## config.mk

```make
export PLATFORM = sky130hd
export DESIGN_NAME = fetch_top
export DESIGN_NICKNAME = d
export VERILOG_FILES = /design/src/hdl/fetch_pkg.sv /design/src/hdl/fetch_ex_reg.sv /design/src/hdl/fetch_fsm.sv /design/src/hdl/fetch_top.sv /design/src/hdl/imem_rom.sv /design/src/hdl/pc_select.sv /design/src/hdl/wait_timer.sv
export SDC_FILE = /design/constraint.sdc
export NUM_CORES = 1
export LEC_CHECK = 0
export BUFFER_PORTS_ARGS = -buffer_cell sky130_fd_sc_hd__buf_2
export CAP_MARGIN = 20
export CORE_ASPECT_RATIO = 1.1
export CORE_MARGIN = 10
export CORE_UTILIZATION = 52
export DETAILED_ROUTE_END_ITERATION = 10
export PLACE_DENSITY = 0.88
export SYNTH_ARGS = -nofsm -noshare
export SYNTH_HDL_FRONTEND = slang
export SYNTH_SLANG_ARGS = --single-unit
```

## constraint.sdc

```tcl
create_clock -name CLK -period 10.47 [get_ports CLK]
set_input_delay 1.047 -clock CLK [delete_from_list [all_inputs] [get_ports CLK]]
set_output_delay 1.047 -clock CLK [all_outputs]
set_load 0.02 [all_outputs]
```

## src/hdl/imem.hex

```
// One 32-bit instruction word per line, word address 0 to 31
00100093
00200113
002081b3
40110233
0041a2b3
00329313
0062c3b3
00736433
0083f4b3
00a00513
fff50513
00b02023
00002583
00b50663
fe051ae3
000016b7
12368693
00d6a023
0006a703
00e787b3
40f70833
0017d893
4017d913
0128e9b3
01397a33
00000a97
014a8ab3
008000ef
00000073
00100073
30200073
10500073

```

## src/hdl/fetch_pkg.sv

```systemverilog
// Shared types and constants for the instruction fetch subsystem
// The ROM is word addressed in host order, so no endianness swap happens
// IMEM_WAIT must fit in the 2-bit count of the wait timer
// IMEM_FILE is opened relative to the simulator's working directory
`default_nettype none

package fetch_pkg;

    typedef logic [31:0] word_t;

    // Fetch starts here after reset
    localparam word_t RESET_PC = 32'h0000_0000;

    // Instruction memory geometry and timing
    localparam int IMEM_WORDS = 32;              // Byte addresses 0..127 are valid
    localparam logic [1:0] IMEM_WAIT = 2'd2;     // Busy cycles before each read returns
    localparam string IMEM_FILE = "/design/src/hdl/imem.hex";

    // Fetch FSM states
    typedef enum logic [1:0] {
        ST_REQ  = 2'd0,     // Present PC, start a read or tag a misaligned PC
        ST_WAIT = 2'd1,     // Read in flight, waiting for the data cycle
        ST_HOLD = 2'd2      // Word fetched, register full
    } fetch_state_e;

    // Exception cause carried with each fetched item
    typedef enum logic [1:0] {
        EXC_NONE       = 2'd0,
        EXC_MISALIGNED = 2'd1,
        EXC_FAULT      = 2'd2
    } exc_e;

endpackage

`default_nettype wire

```

## src/hdl/fetch_ex_reg.sv

```systemverilog
// Fetch/execute pipeline register with valid/ready toward execute
// Flush clears the entry and beats a load in the same cycle
// An item with an exception stays valid but carries a zero instruction
// ex_valid and the payload hold until ex_valid && ex_ready
`timescale 1ns/1ps
`default_nettype none

module fetch_ex_reg (
    input  logic             CLK,
    input  logic             nRST,
    input  logic             load,
    input  logic             flush,
    input  fetch_pkg::word_t load_instr,
    input  fetch_pkg::word_t load_pc,
    input  fetch_pkg::exc_e  load_exc,
    input  logic             ex_ready,
    output logic             full,
    output logic             ex_take,
    output logic             ex_valid,
    output fetch_pkg::word_t ex_instr,
    output fetch_pkg::word_t ex_pc,
    output fetch_pkg::word_t ex_pc4,
    output fetch_pkg::word_t ex_badaddr,
    output fetch_pkg::exc_e  ex_exc
);
    import fetch_pkg::*;

    logic  valid;
    word_t instr_q;
    word_t pc_q;
    word_t pc4_q;
    word_t badaddr_q;
    exc_e  exc_q;
    logic  has_exc;

    assign has_exc = (load_exc != EXC_NONE);

    always_ff @(posedge CLK, negedge nRST) begin
        if (!nRST) begin
            valid <= 1'b0;
        end else if (flush) begin
            valid <= 1'b0;
        end else if (load) begin
            valid <= 1'b1;              // Refill in the same cycle as a take
        end else if (ex_take) begin
            valid <= 1'b0;
        end
    end

    always_ff @(posedge CLK) begin
        if (load && !flush) begin
            instr_q   <= has_exc ? '0 : load_instr;   // Squash to zero on exception
            pc_q      <= load_pc;
            pc4_q     <= load_pc + 32'd4;
            exc_q     <= load_exc;
            badaddr_q <= has_exc ? load_pc : '0;
        end
    end

    assign full       = valid;
    assign ex_take    = valid && ex_ready;
    assign ex_valid   = valid;
    assign ex_instr   = instr_q;
    assign ex_pc      = pc_q;
    assign ex_pc4     = pc4_q;
    assign ex_badaddr = badaddr_q;
    assign ex_exc     = exc_q;

endmodule

`default_nettype wire

```

## src/hdl/fetch_fsm.sv

```systemverilog
// Fetch FSM driving the instruction bus
// One read in flight at most; ren stays high until the data cycle
// A redirect in any state drops the read in flight and restarts at ST_REQ
// A misaligned PC skips the bus and is loaded as EXC_MISALIGNED
`timescale 1ns/1ps
`default_nettype none

module fetch_fsm (
    input  logic             CLK,
    input  logic             nRST,
    input  fetch_pkg::word_t pc,
    input  logic             redirect,
    input  logic             full,
    input  logic             ex_take,
    input  logic             busy,
    input  logic             error,
    input  fetch_pkg::word_t rdata,
    output logic             ren,
    output fetch_pkg::word_t addr,
    output logic             pc_en,
    output logic             load,
    output fetch_pkg::word_t load_instr,
    output fetch_pkg::word_t load_pc,
    output fetch_pkg::exc_e  load_exc
);
    import fetch_pkg::*;

    fetch_state_e state;
    fetch_state_e next_state;
    logic         active;       // Low for the first cycle out of reset
    logic         misaligned;
    logic         slot_free;
    word_t        bus_instr;
    exc_e         bus_exc;
    word_t        hold_instr;
    exc_e         hold_exc;

    assign misaligned = (pc[1:0] != 2'b00);
    assign slot_free  = !full || ex_take;     // Register empty or draining this cycle
    assign addr       = pc;
    assign load_pc    = pc;                   // PC only advances with the load

    // Bus error becomes an access fault with the word squashed
    assign bus_instr = error ? '0 : rdata;
    assign bus_exc   = error ? EXC_FAULT : EXC_NONE;

    always_comb begin
        next_state = state;
        ren        = 1'b0;
        load       = 1'b0;
        load_instr = bus_instr;
        load_exc   = bus_exc;
        case (state)
            ST_REQ: begin
                if (misaligned) begin
                    load_instr = '0;
                    load_exc   = EXC_MISALIGNED;
                    load       = active && slot_free;
                end else begin
                    ren = active;
                    if (active && !busy) next_state = ST_WAIT;  // Read starts now
                end
            end
            ST_WAIT: begin
                ren = busy;
                if (!busy) begin                                // Data cycle
                    if (slot_free) begin
                        load       = 1'b1;
                        next_state = ST_REQ;
                    end else begin
                        next_state = ST_HOLD;
                    end
                end
            end
            ST_HOLD: begin
                load_instr = hold_instr;
                load_exc   = hold_exc;
                if (slot_free) begin
                    load       = 1'b1;
                    next_state = ST_REQ;
                end
            end
            default: next_state = ST_REQ;
        endcase

        // Redirect overrides everything, the pending data cycle is ignored
        if (redirect) begin
            next_state = ST_REQ;
            ren        = 1'b0;
            load       = 1'b0;
        end
    end

    assign pc_en = load;

    always_ff @(posedge CLK, negedge nRST) begin
        if (!nRST) begin
            state  <= ST_REQ;
            active <= 1'b0;
        end else begin
            state  <= next_state;
            active <= 1'b1;
        end
    end

    // Park the fetched word while execute is stalled
    always_ff @(posedge CLK) begin
        if (state == ST_WAIT && !busy) begin
            hold_instr <= bus_instr;
            hold_exc   <= bus_exc;
        end
    end

endmodule

`default_nettype wire

```

## src/hdl/fetch_top.sv

```systemverilog
// Instruction fetch subsystem top level
// Trap and branch redirects are single-cycle pulses, always accepted
// Latency to ex_valid varies with ROM wait states and back-pressure
`timescale 1ns/1ps
`default_nettype none

module fetch_top (
    input  logic             CLK,
    input  logic             nRST,
    input  logic             trap_valid,
    input  logic             branch_valid,
    input  logic             ex_ready,
    input  fetch_pkg::word_t trap_pc,
    input  fetch_pkg::word_t branch_pc,
    output logic             ex_valid,
    output fetch_pkg::word_t ex_instr,
    output fetch_pkg::word_t ex_pc,
    output fetch_pkg::word_t ex_pc4,
    output fetch_pkg::word_t ex_badaddr,
    output fetch_pkg::exc_e  ex_exc
);
    import fetch_pkg::*;

    word_t pc;
    logic  redirect;
    logic  pc_en;
    logic  ren;
    word_t addr;
    logic  busy;
    logic  error;
    word_t rdata;
    logic  load;
    word_t load_instr;
    word_t load_pc;
    exc_e  load_exc;
    logic  full;
    logic  ex_take;

    pc_select pc_select_i (
        .CLK          (CLK),
        .nRST         (nRST),
        .trap_valid   (trap_valid),
        .branch_valid (branch_valid),
        .trap_pc      (trap_pc),
        .branch_pc    (branch_pc),
        .pc_en        (pc_en),
        .pc           (pc),
        .redirect     (redirect)
    );

    fetch_fsm fetch_fsm_i (
        .CLK        (CLK),
        .nRST       (nRST),
        .pc         (pc),
        .redirect   (redirect),
        .full       (full),
        .ex_take    (ex_take),
        .busy       (busy),
        .error      (error),
        .rdata      (rdata),
        .ren        (ren),
        .addr       (addr),
        .pc_en      (pc_en),
        .load       (load),
        .load_instr (load_instr),
        .load_pc    (load_pc),
        .load_exc   (load_exc)
    );

    imem_rom imem_rom_i (
        .CLK   (CLK),
        .nRST  (nRST),
        .ren   (ren),
        .addr  (addr),
        .busy  (busy),
        .error (error),
        .rdata (rdata)
    );

    // Flush is the redirect itself
    fetch_ex_reg fetch_ex_reg_i (
        .CLK        (CLK),
        .nRST       (nRST),
        .load       (load),
        .flush      (redirect),
        .load_instr (load_instr),
        .load_pc    (load_pc),
        .load_exc   (load_exc),
        .ex_ready   (ex_ready),
        .full       (full),
        .ex_take    (ex_take),
        .ex_valid   (ex_valid),
        .ex_instr   (ex_instr),
        .ex_pc      (ex_pc),
        .ex_pc4     (ex_pc4),
        .ex_badaddr (ex_badaddr),
        .ex_exc     (ex_exc)
    );

endmodule

`default_nettype wire

```

## src/hdl/imem_rom.sv

```systemverilog
// Instruction ROM with a busy/error read bus
// A read starts when ren is high and busy is low; busy then holds IMEM_WAIT
// cycles and the next cycle with busy low is the data cycle
// Addresses at or past IMEM_WORDS*4 return zero with error set
// Contents come from IMEM_FILE, word addressed, host byte order
`timescale 1ns/1ps
`default_nettype none

module imem_rom (
    input  logic             CLK,
    input  logic             nRST,
    input  logic             ren,
    input  fetch_pkg::word_t addr,
    output logic             busy,
    output logic             error,
    output fetch_pkg::word_t rdata
);
    import fetch_pkg::*;

    localparam int IDX_W = $clog2(IMEM_WORDS);

    word_t mem [IMEM_WORDS];
    word_t addr_q;
    logic  pending;         // A read was started and has not returned
    logic  start;
    logic  data_phase;
    logic  out_of_range;

    initial begin
        $readmemh(IMEM_FILE, mem);
    end

    assign start        = ren && !busy;
    assign data_phase   = pending && !busy;
    assign out_of_range = (addr_q >= word_t'(IMEM_WORDS * 4));

    wait_timer timer_i (
        .CLK     (CLK),
        .nRST    (nRST),
        .start   (start),
        .count   (IMEM_WAIT),
        .running (busy)
    );

    always_ff @(posedge CLK, negedge nRST) begin
        if (!nRST) begin
            pending <= 1'b0;
        end else if (start) begin
            pending <= 1'b1;
        end else if (data_phase) begin
            pending <= 1'b0;
        end
    end

    always_ff @(posedge CLK) begin
        if (start) addr_q <= addr;      // Address is sampled once per read
    end

    assign error = data_phase && out_of_range;
    assign rdata = (data_phase && !out_of_range) ? mem[addr_q[IDX_W+1:2]] : '0;

endmodule

`default_nettype wire

```

## src/hdl/pc_select.sv

```systemverilog
// Fetch program counter with prioritized next-PC selection
// Priority is trap, then branch, then the sequential PC+4
// Redirect pulses are single cycle and always accepted
`timescale 1ns/1ps
`default_nettype none

module pc_select (
    input  logic             CLK,
    input  logic             nRST,
    input  logic             trap_valid,
    input  logic             branch_valid,
    input  fetch_pkg::word_t trap_pc,
    input  fetch_pkg::word_t branch_pc,
    input  logic             pc_en,
    output fetch_pkg::word_t pc,
    output logic             redirect
);
    import fetch_pkg::*;

    word_t target;
    word_t pc_next;
    word_t pc_q;

    assign redirect = trap_valid || branch_valid;

    // Trap wins over a branch in the same cycle
    assign target = trap_valid ? trap_pc : branch_pc;

    always_comb begin
        pc_next = pc_q;
        if (redirect) begin
            pc_next = target;
        end else if (pc_en) begin
            pc_next = pc_q + 32'd4;     // Sequential step, no compressed support
        end
    end

    always_ff @(posedge CLK, negedge nRST) begin
        if (!nRST) begin
            pc_q <= RESET_PC;
        end else begin
            pc_q <= pc_next;
        end
    end

    assign pc = pc_q;

endmodule

`default_nettype wire

```

## src/hdl/wait_timer.sv

```systemverilog
// Down-counter that sets the busy window of the instruction ROM
// start reloads the counter; running is high while it is non-zero
`timescale 1ns/1ps
`default_nettype none

module wait_timer (
    input  logic       CLK,
    input  logic       nRST,
    input  logic       start,
    input  logic [1:0] count,
    output logic       running
);

    logic [1:0] cnt;

    assign running = (cnt != 2'd0);

    always_ff @(posedge CLK, negedge nRST) begin
        if (!nRST) begin
            cnt <= 2'd0;
        end else if (start) begin
            cnt <= count;               // A zero count gives no busy cycles
        end else if (running) begin
            cnt <= cnt - 2'd1;
        end
    end

endmodule

`default_nettype wire

```

==> metrics.yaml <==
grt-ovfl-total: 0
io_buffers: 167
hold_slack_ps: 482
yosys_warnings: 0
worst_slack_ps: 7560
min_path_cells: 1
layout_common_cells: "buf_2 (167), edfxtp_1 (122), dfrtp_1 (39)"
yosysSeqAreaShare_pct: 64.0
internal_power_mw: 1.15
start_kind: "primary input"
antenna_left: 0
syn_inst: 544
drive_gt1_share_pct: 31.4
synth_seq_cells: 161
drtIter0Drc: 449
path_class: "primary input to flop"
numCtsBuffers: 17
pin_count: 200
regArea_um2: 4640
cp.depth: 4
antenna_found_initial: 0
hold_buffers: 0
diodes: 0
nFillCells: 1081
clk_latency_ps: 430
viasPerCell: 5.49
min_period_ps: 2910
combPwrFrac_pct: 10.5
hpwl_mm: 12.9
max_cap_violations: 0
grt_max_degree: 57
critical_path_arrival_ps: 2960
ir_drop_mv: 0.133
netlist.area_leader.share_pct: 50.5
cts-root-buf: "clkbuf_16"
cp_data_required_time_ps: 10520
synth_area_um2: 7250
outcome: "finished clean"
finalNonFillerCells: 896
max_slew_margin_pct: 27.4
dpl.cell_count: 862
place.gp.congestion: 0.816
netSwitchingPower_uw: 411
p_seq_share_pct: 49.4
tightest_slew_ps: 1080
fmax_mhz: 344
reg2reg_setup_slack_ps: 7880
clkSinkCount: 161
grt_use_total_pct: 18.6
hold_path_class: "flop to flop"
num_rows: 45
vias: 4916
cts_setup_buffers: 0
place_ws_ps: 6830
core_area_um2: 13700
max_stage_delay_ps: 650
avgRoutedWirePerCell_um: 20.1
rsz0062_at_grt: "no"
finalMaxSlewViolations: 0
endpoint: "fetch_ex_reg_i.ex_badaddr[16]"
fin_crit_sh_pct: 27.8
worst_setup_path_end_kind: "flop"
synth.area.top_cells: "edfxtp_1 (51%), dfrtp_1 (13%), xor2_1 (4.3%)"
ff2ff_path_depth: 6
crit_chain: "buf_2 > or2_2 > nor3_2 > buf_4"
cp_max_fo: 56
slowest_stage: "or2_2"
die_h_um: 144
syn_to_final_growth_pct: 18.1
tritoncts: "done"
avgSynthCellArea_um2: 13.3
synth-edff-count: 122
hold_viol: 0
swShare_pct: 26.3
r2r-end: "fetch_ex_reg_i.ex_badaddr[16]"
synthArstFlopShare_pct: 24.2
yosysUniqueCellTypes: 52
clock_path_buffers: 2
nets: 766
clkTransAtPathRegs_ps: 70
routed_wl_mm: 18.0
grt_pass1_wl_mm: 28.1
synth_ff_type: "edfxtp_1"
skew_ps: 13.9
first_global_vias: 5132
synth.largest_area_cell: "edfxtp_1"
final_common_cell: "buf_2"
power_leakage_nw: 3.35
cts_resized: 0
multiInputGateArea_um2: 2140
fp.dieArea_um2: 19100
power.total_mw: 1.56
r2r-start: "imem_rom_i.timer_i.cnt[0]"
htreeDepth: 4
drc: 0
path_buf_inv: 2
p_per_area_nw_per_um2: 182
drt_pass1_iterations: 8
clock_power_share_pct: 40.1
crit_family: "simple AND/OR/NAND/NOR gates"
setup_viol: 0
start_util_pct: 52.8
setup_tns_ps: 0
critPathLaunch: "trap_valid"
die_w_um: 133
[stage by stage]
stage	instance area, um2	util, %
2_1_floorplan	7370	-
3_3_place_gp	7920	57.6
3_5_place_dp	7930	57.7
5_1_grt	8570	62.4
6_report	8570	62.4
4_1_cts	8530	62.1
[cell families (layout without fill, tap and decap cells)]
| logic type | count (synthesis) | after routing | synth area share [%] |
|---|---|---|---|
| AO/OA/AOI/OAI | 74 | 74 | 6.64 |
| AND/OR/NAND/NOR | 161 | 161 | 13.0 |
| XOR/XNOR | 57 | 57 | 6.88 |
| multiplexers | 6 | 6 | 0.862 |
| adder cells (fa/ha/maj) | 2 | 2 | 0.345 |
| buffers and inverters | 81 | 214 | 8.24 |
| flip-flops | 161 | 161 | 64.0 |
| other | 2 | 33 | 0.104 |
[synthesized netlist by cell type, drive strengths merged (3+ instances only)]
master / n
mux2i: 4
nor2: 12
nand4: 23
and2: 34
a22oi: 29
nor3: 10
nand2: 26
edfxtp: 122
nand3: 19
o21ai: 35
dfrtp: 39
nor2b: 4
buf: 47
a21oi: 4
and3: 7
xnor2: 21
inv: 8
clkbuf: 24
and4: 3
nand2b: 3
xor2: 36
nor4: 13
[how the worst min path moves through the flow]
stage | startpoint | endpoint | slack, ps
after CTS | imem_rom_i.timer_i.cnt[0] | imem_rom_i.timer_i.cnt[0] | 480
after detailed placement | imem_rom_i.timer_i.cnt[0] | imem_rom_i.timer_i.cnt[0] | 470
after global placement | imem_rom_i.timer_i.cnt[0] | imem_rom_i.timer_i.cnt[0] | 460
after floorplan | pc_select_i.pc[22] | fetch_ex_reg_i.ex_pc[22] | 440
after global routing | imem_rom_i.timer_i.cnt[0] | imem_rom_i.timer_i.cnt[0] | 500
final | imem_rom_i.timer_i.cnt[0] | imem_rom_i.timer_i.cnt[0] | 480
[per-layer routing]
layer  track usage, %  vias to the layer above  share of wire [%]
met4             7.36                        0                2.6
li1                 -                     2213                  -
met1             21.7                     2387                 40
met2             31.3                      275                 50
met5                0                        -                  0
met3             6.11                       41                8.1
[sequential cells by signal, indices dropped and copies added, names as in the netlist, 2 cells and up]
name and count:
pc_select_i.pc 32, fetch_ex_reg_i.ex_badaddr 32, imem_rom_i.addr_q 25, fetch_ex_reg_i.ex_pc 30, fetch_ex_reg_i.ex_pc4 32, fetch_fsm_i.state 2, imem_rom_i.timer_i.cnt 2, fetch_ex_reg_i.ex_exc 2
[area by class of cell]
class | count | area share [%]
Tap cell | 188 | 2.74
Inverter | 8 | 0.350
Clock buffer | 17 | 4.96
Sequential cell | 161 | 54.1
Multi-Input combinational cell | 333 | 25.0
Clock inverter | 15 | 2.01
Timing Repair Buffer | 174 | 10.8
[power groups by stage]
stage,Sequential [mW],Combinational (mW),Clock [mW]
after detailed placement,0.786,0.162,0
after global placement,0.784,0.153,0
after global routing,0.778,0.180,0.663
final,0.772,0.165,0.627
after floorplan,0.783,0.126,0
after CTS,0.773,0.163,0.631
Note: power is estimated with default switching activity, not from simulation.
